<file path="src/tcdm_pkg.sv">
// **********************************************************
// widths, depths and channel count of the TCDM splitter
// channel request and response payload structs
// **********************************************************

package tcdm_pkg;

  // wide accelerator port
  localparam int unsigned AW      = 32;  // byte address
  localparam int unsigned DW_WIDE = 64;

  // split channels, one bank each
  localparam int unsigned NB_CHAN = 2;
  localparam int unsigned DW_CHAN = 32;
  localparam int unsigned BW_CHAN = 4;   // byte enables per channel

  // bank geometry
  localparam int unsigned BANK_WORDS = 256;
  localparam int unsigned BANK_AW    = $clog2(BANK_WORDS);  // word index bits

  localparam int unsigned FIFO_DEPTH = 4;  // req and rsp queues alike

  // one half of a wide request
  typedef struct packed {
    logic [AW-1:0]      add;
    logic               wen;   // 1 = read
    logic [BW_CHAN-1:0] be;
    logic [DW_CHAN-1:0] data;
  } chan_req_t;

  typedef struct packed {
    logic [DW_CHAN-1:0] r_data;
  } chan_rsp_t;

endpackage
</file>
<file path="src/tcdm_split.sv">
// **********************************************************
// wide-to-channel splitter for the shared TCDM
// grant mask over the channel request FIFOs
// response join over the channel response FIFOs
// **********************************************************

`timescale 1ns/100ps

module tcdm_split import tcdm_pkg::*; (
  input  logic                            clk_i,
  input  logic                            rst_ni,
  input  logic                            clear_i,
  // wide port, req/gnt
  input  logic                            req_i,
  input  logic [AW-1:0]                   add_i,
  input  logic                            wen_i,  // 1 = read
  input  logic [NB_CHAN*BW_CHAN-1:0]      be_i,
  input  logic [DW_WIDE-1:0]              data_i,
  output logic                            gnt_o,
  // wide port, r_valid/lrdy
  output logic                            r_valid_o,
  output logic [DW_WIDE-1:0]              r_data_o,
  input  logic                            lrdy_i,
  // channel side, one per bank
  output logic [NB_CHAN-1:0]              ch_req_o,
  output chan_req_t [NB_CHAN-1:0]         ch_req_o_data,
  input  logic [NB_CHAN-1:0]              ch_gnt_i,
  output logic [NB_CHAN-1:0]              ch_rsp_space_o,
  input  logic [NB_CHAN-1:0]              ch_r_valid_i,
  input  logic [NB_CHAN-1:0][DW_CHAN-1:0] ch_r_data_i
);

  logic [NB_CHAN-1:0]      mask_q, mask_d;  // halves already queued
  logic [NB_CHAN-1:0]      push_valid, push_ready, accept;
  logic [NB_CHAN-1:0]      rsp_push_ready, rsp_valid, rsp_pop;
  chan_req_t [NB_CHAN-1:0] ch_req;
  chan_rsp_t [NB_CHAN-1:0] rsp_in, rsp_head;

  for (genvar k = 0; k < NB_CHAN; k++) begin : g_chan
    // slice k of the wide word, next 32-bit word in memory
    assign ch_req[k].add  = add_i + AW'(k * BW_CHAN);
    assign ch_req[k].wen  = wen_i;
    assign ch_req[k].be   = be_i[k*BW_CHAN +: BW_CHAN];
    assign ch_req[k].data = data_i[k*DW_CHAN +: DW_CHAN];

    assign push_valid[k] = req_i & ~mask_q[k];  // masked half never pushes twice
    assign accept[k]     = push_valid[k] & push_ready[k];

    tcdm_fifo #(
      .payload_t ( chan_req_t ),
      .DEPTH     ( FIFO_DEPTH )
    ) i_req_fifo (
      .clk_i        ( clk_i            ),
      .rst_ni       ( rst_ni           ),
      .clear_i      ( clear_i          ),
      .push_valid_i ( push_valid[k]    ),
      .push_data_i  ( ch_req[k]        ),
      .push_ready_o ( push_ready[k]    ),
      .pop_valid_o  ( ch_req_o[k]      ),
      .pop_data_o   ( ch_req_o_data[k] ),
      .pop_ready_i  ( ch_gnt_i[k]      )  // bank grant pops the head
    );

    // read data from the bank, queued until the other half shows up
    assign rsp_in[k].r_data = ch_r_data_i[k];

    // a response landing now still owns its slot
    // so the bank only grants with a free slot beyond it
    assign ch_rsp_space_o[k] = rsp_push_ready[k] & ~ch_r_valid_i[k];

    tcdm_fifo #(
      .payload_t ( chan_rsp_t ),
      .DEPTH     ( FIFO_DEPTH )
    ) i_rsp_fifo (
      .clk_i        ( clk_i             ),
      .rst_ni       ( rst_ni            ),
      .clear_i      ( clear_i           ),
      .push_valid_i ( ch_r_valid_i[k]   ),
      .push_data_i  ( rsp_in[k]         ),
      .push_ready_o ( rsp_push_ready[k] ),
      .pop_valid_o  ( rsp_valid[k]      ),
      .pop_data_o   ( rsp_head[k]       ),
      .pop_ready_i  ( rsp_pop[k]        )
    );

    assign rsp_pop[k] = r_valid_o & lrdy_i;  // both halves leave together
    assign r_data_o[k*DW_CHAN +: DW_CHAN] = rsp_head[k].r_data;
  end

  // wide grant once every half is queued or going in now
  assign gnt_o  = req_i & (&(mask_q | accept));
  assign mask_d = gnt_o ? '0 : (mask_q | accept);

  always_ff @(posedge clk_i or negedge rst_ni) begin
    if (!rst_ni) begin
      mask_q <= '0;
    end else if (clear_i) begin
      mask_q <= '0;
    end else begin
      mask_q <= mask_d;
    end
  end

  // join, only with both heads present
  assign r_valid_o = &rsp_valid;

  // channel k lands on bank k only for 8-byte aligned wide addresses
  a_wide_aligned: assert property (@(posedge clk_i) disable iff (!rst_ni)
    req_i |-> (add_i[2:0] == 3'b000));

  // the mask assumes the same wide request until gnt_o
  a_req_held: assert property (@(posedge clk_i) disable iff (!rst_ni || clear_i)
    (req_i && !gnt_o) |=> (req_i && $stable(add_i) && $stable(wen_i)));

endmodule

</file>
<file path="src/tcdm_fifo.sv">
// **********************************************************
// synchronous valid/ready FIFO with the payload given as a type
// circular buffer with read/write pointers and a count
// **********************************************************

`timescale 1ns/100ps

module tcdm_fifo #(
  parameter type         payload_t = logic [31:0],
  parameter int unsigned DEPTH     = 4
) (
  input  logic     clk_i,
  input  logic     rst_ni,
  input  logic     clear_i,
  // write side
  input  logic     push_valid_i,
  input  payload_t push_data_i,
  output logic     push_ready_o,
  // read side
  output logic     pop_valid_o,
  output payload_t pop_data_o,
  input  logic     pop_ready_i
);

  localparam int unsigned PW = (DEPTH > 1) ? $clog2(DEPTH) : 1;
  localparam int unsigned CW = $clog2(DEPTH + 1);

  payload_t      mem_q [DEPTH];
  logic [PW-1:0] wptr_q, rptr_q;
  logic [CW-1:0] cnt_q;  // occupancy
  logic          push, pop;

  assign push_ready_o = (cnt_q != CW'(DEPTH));
  assign pop_valid_o  = (cnt_q != '0);
  assign pop_data_o   = mem_q[rptr_q];  // head stays until popped

  assign push = push_valid_i & push_ready_o;
  assign pop  = pop_valid_o & pop_ready_i;

  always_ff @(posedge clk_i or negedge rst_ni) begin
    if (!rst_ni) begin
      wptr_q <= '0;
      rptr_q <= '0;
      cnt_q  <= '0;
    end else if (clear_i) begin
      wptr_q <= '0;
      rptr_q <= '0;
      cnt_q  <= '0;
    end else begin
      if (push) wptr_q <= (wptr_q == PW'(DEPTH - 1)) ? '0 : wptr_q + PW'(1);
      if (pop)  rptr_q <= (rptr_q == PW'(DEPTH - 1)) ? '0 : rptr_q + PW'(1);
      case ({push, pop})
        2'b10:   cnt_q <= cnt_q + CW'(1);
        2'b01:   cnt_q <= cnt_q - CW'(1);
        default: cnt_q <= cnt_q;  // idle or push+pop
      endcase
    end
  end

  // storage readable one cycle after the write at the earliest
  always_ff @(posedge clk_i) begin
    if (push) mem_q[wptr_q] <= push_data_i;
  end

  // a push held off while full has to stay up until it is taken
  a_no_push_full: assert property (@(posedge clk_i) disable iff (!rst_ni || clear_i)
    (push_valid_i && !push_ready_o) |=> push_valid_i);

  // the consumer never pops an empty queue
  a_no_pop_empty: assert property (@(posedge clk_i) disable iff (!rst_ni)
    !pop_valid_o |-> !pop_ready_i);

endmodule

</file>
<file path="config.mk">
export PLATFORM = sky130hd
export DESIGN_NAME = tcdm_split
export DESIGN_NICKNAME = d
export VERILOG_FILES = /design/src/tcdm_pkg.sv /design/src/tcdm_split.sv /design/src/tcdm_fifo.sv
export SDC_FILE = /design/constraint.sdc
export NUM_CORES = 1
export LEC_CHECK = 0
export ABC_AREA = 1
export BUFFER_PORTS_ARGS = -buffer_cell sky130_fd_sc_hd__buf_2
export CAP_MARGIN = 30
export CORE_UTILIZATION = 58
export CTS_CLUSTER_DIAMETER = 40
export DETAILED_ROUTE_END_ITERATION = 8
export HOLD_SLACK_MARGIN = 0.08
export PLACE_DENSITY = 0.9
export SLEW_MARGIN = 30
export SYNTH_ARGS = -nofsm -noshare
export SYNTH_HDL_FRONTEND = slang
export SYNTH_SLANG_ARGS = --single-unit
</file>
<file path="constraint.sdc">
create_clock -name clk_i -period 4.7 [get_ports clk_i]
set_input_delay 0.94 -clock clk_i [delete_from_list [all_inputs] [get_ports clk_i]]
set_output_delay 0.94 -clock clk_i [all_outputs]
set_load 0.01 [all_outputs]
</file>
==> results by group <==
Yosys
  – EDFF count, synth: 808
  – Mapped Nets: 2559
  – Post-synth top area cell: edfxtp_1
  – Seq cells post-synth: roughly 840
  – Area share of the leading cell type in the synthesized netlist: 74.77%
  – Register area share after synthesis: approximately 77%
  – Cell Area, Synth: 0.03245 mm^2
  – Top FF cell, synth: edfxtp_1
  – Count leader, synth: edfxtp_1
  – YS warnings: 0
  – Asr flop ratio synth: roughly 3.6%
  – Synth area leaders: edfxtp_1 (75%), o21ai_0 (6.5%), nor2_1 (5.2%)
  – Post-synthesis instance total: between 2000 and 2500
  – Number of distinct library cells after synthesis: 34
  – Mean Syn Cell Area: between 10 and 15 um^2
  – Most frequent cells after synthesis: edfxtp_1 (808), nor2_1 (446), o21ai_0 (420)

Place
  – Placement Cell Area: approximately 0.035 mm^2
  – IO Port Bufs: between 300 and 400
  – RePlAce Congestion: 0.9047
  – Pre-CTS setup slack: ~1.4 ns
  – Post-DP HPWL: 45950 um
  – Placed cell count: around 3400

Floorplanning
  – Core Box Area: ~0.055 mm^2
  – IO Count: roughly 390
  – Initial core utilization: 58.79%
  – Chip width: between 200 and 250 um
  – Chip height: about 240 um
  – Number of cell rows: 86
  – Die footprint: ~0.057 mm^2

Critical path
  – Buffers plus inverters on the worst setup path: 3
  – Slowest cell delay on critical path: 0.75 ns
  – Crit path required time: about 3.8 ns
  – R2R Path Start: g_chan[0].i_req_fifo.cnt_q[0]
  – Crit-path leading delay family: buffers and inverters
  – Crit path DAT: around 3.1 ns
  – Critical-path top delay cell: dfrtp_4
  – CP Cell Sequence: inv_4, buf_4, o21ai_0, o22ai_1, buf_2
  – Startpoint types: flop
  – Worst r2r path cells: 5
  – CP Max Fanout: 80
  – CP Class: reg -> out
  – Stages on worst setup path: 5
  – Critical Path End Type: output pin
  – Crit path from: g_chan[0].i_req_fifo.rptr_q[0]
  – R2R setup slack: between 2 and 2.5 ns
  – Reg-to-reg endpoint: g_chan[0].i_req_fifo.mem_q[3][54]
  – Worst setup path end: ch_req_o_data[38]

STA
  – Final worst-path setup slack: 0.6277 ns
  – RSZ-0062 raised after global routing: no
  – WHS: 0.3909 ns
  – Hold Fails Final Rpt: 0
  – Skew final: approximately 0.025 ns
  – TNS Setup: 0 ns
  – Final setup viols: 0
  – Max_slew headroom: approximately 36%
  – Tmin final: between 4 and 5 ns
  – Actual slew at the worst max-slew pin: about 0.95 ns
  – Max Transition Viols Final: 0
  – Tcrit/Tclk final: between 80% and 90%
  – Achievable Freq: ~0.25 GHz

Clock tree
  – H-tree depth: 3
  – Num CTS Buffers: roughly 100
  – Clock Path Buffers: 3
  – Clock transition at path regs: around 0.06 ns
  – Root Buffer: clkbuf_16
  – Postcts setup bufs: 0
  – Clk_lat worst skew: 0.65 ns
  – Cts repair resizes: 0
  – # hold bufs at CTS: 0
  – TritonCTS clock tree: done
  – Clock sinks: ~840

Finish
  – Storage element area: 0.02503 mm^2
  – Final non-filler cell total: between 3000 and 4000
  – Multi-input gate area: between 0.006 and 0.007 mm^2
  – Layout Nets: about 2900
  – Cell area after layout: 0.03866 mm^2
  – Util after Layout: 70.03%
  – Layout fillers: 3406
  – Area Growth Syn to Fin: 19.12%
  – Layout cells sized above 1: between 20 and 25%

Power
  – Final Total Pwr: between 20 and 25 mW
  – Lkg Pwr: ~14 nW
  – PwrDens: 575.3 mW/mm^2
  – Peak supply drop: about 460 uV

Drt
  – Via-to-Cell Ratio: just under 6
  – Drt first-iter violations: 2533
  – Pre-antenna DRT Iters: 5
  – Routed vias: about 21000
  – Routed Antenna Nets: 0
  – Drt wl/cell: roughly 22 um
  – WL final: a little under 80000 um
  – DRC viols: 0

Global route
  – Grt total ovfl: 0
  – Tot GR Track Use: approximately 27%
  – First-pass GRT wire length: ~120000 um
  – Initial antenna violation count: 8
  – Vias in the first global route: between 20000 and 25000
  – Largest net degree at the start of global routing: 82

Hold path
  – Hold Path Class: in -> async

Run
  – Max-Cap Viols: 0

Status
  – Outcome: finished clean
-- flip-flops by register name (all words and copies together) (netlist names) --
signal	count
g_chan.i_req_fifo.mem_q	552
g_chan.i_rsp_fifo.mem_q	256
g_chan.i_req_fifo.cnt_q	6
g_chan.i_rsp_fifo.cnt_q	6
g_chan.i_req_fifo.rptr_q	4
g_chan.i_req_fifo.wptr_q	4
g_chan.i_rsp_fifo.rptr_q	4
g_chan.i_rsp_fifo.wptr_q	4
mask_q	2
-- cells by family (layout without fill, tap and decap cells) --
group,count (synthesis),after routing,share of synthesized area [%]
XOR/XNOR,29,29,0.7827
AO/OA/AOI/OAI,635,635,10.58
buffers and inverters,206,682,2.606
AND/OR/NAND/NOR,627,627,7.970
adder cells (fa/ha/maj),23,23,0.9793
other,0,5,0
flip-flops,838,838,77.08
-- layer usage --
metal  global-route usage (%)  up-vias  wire, um
met4                    13.15        8      3384
met2                    46.19     1192     39650
li1                         -     9528         -
met5                        0        -        50
met1                    33.40    10470     28200
met3                    5.450      217      6974
-- worst register-to-register path, delay by kind of cell (launching register included) --
family | cells | cell delay [ns]
AND/OR/NAND/NOR | 3 | 1.25
buffers and inverters | 2 | 0.48
flip-flops | 1 | 0.41
-- cells in the final DEF, fill, tap and decap left out, types with 26 or more instances in the layout --
master	n
buf_4	26
clkbuf_16	103
nand2_1	103
o21ai_0	420
inv_1	62
edfxtp_1	808
buf_2	385
nand3_1	33
o22ai_1	202
nor2_1	430
-- how the worst min path moves through the flow --
| stage | start | endpoint | slack [ns] | cells past startpoint |
|---|---|---|---|---|
| finish | rst_ni | g_chan[1].i_rsp_fifo.rptr_q[1] | 0.39 | 1 |
| global route | rst_ni | g_chan[0].i_req_fifo.rptr_q[0] | 0.43 | 1 |
| CTS | rst_ni | g_chan[1].i_rsp_fifo.rptr_q[1] | 0.38 | 1 |
| detailed placement | mask_q[0] | mask_q[0] | 0.53 | 2 |
| global placement | g_chan[1].i_req_fifo.cnt_q[1] | g_chan[1].i_req_fifo.cnt_q[1] | 0.51 | 2 |
| floorplan | g_chan[1].i_req_fifo.cnt_q[1] | g_chan[1].i_req_fifo.cnt_q[1] | 0.49 | 2 |
-- power breakdown --
part	internal, mW	switching, mW
logic	1.52	3.48
registers	9.00	0.281
clock network	4.85	3.11
-- layout make-up --
cell class,count,share of cell area (%)
Antenna cell,5,0.03237
Clock buffer,113,6.765
Clock inverter,77,2.285
Inverter,73,0.7250
Multi-Input combinational cell,1314,17.26
Sequential cell,838,64.74
Tap cell,748,2.421
Timing Repair Buffer,419,5.777
No activity file was read; power rests on OpenSTA's default activity.
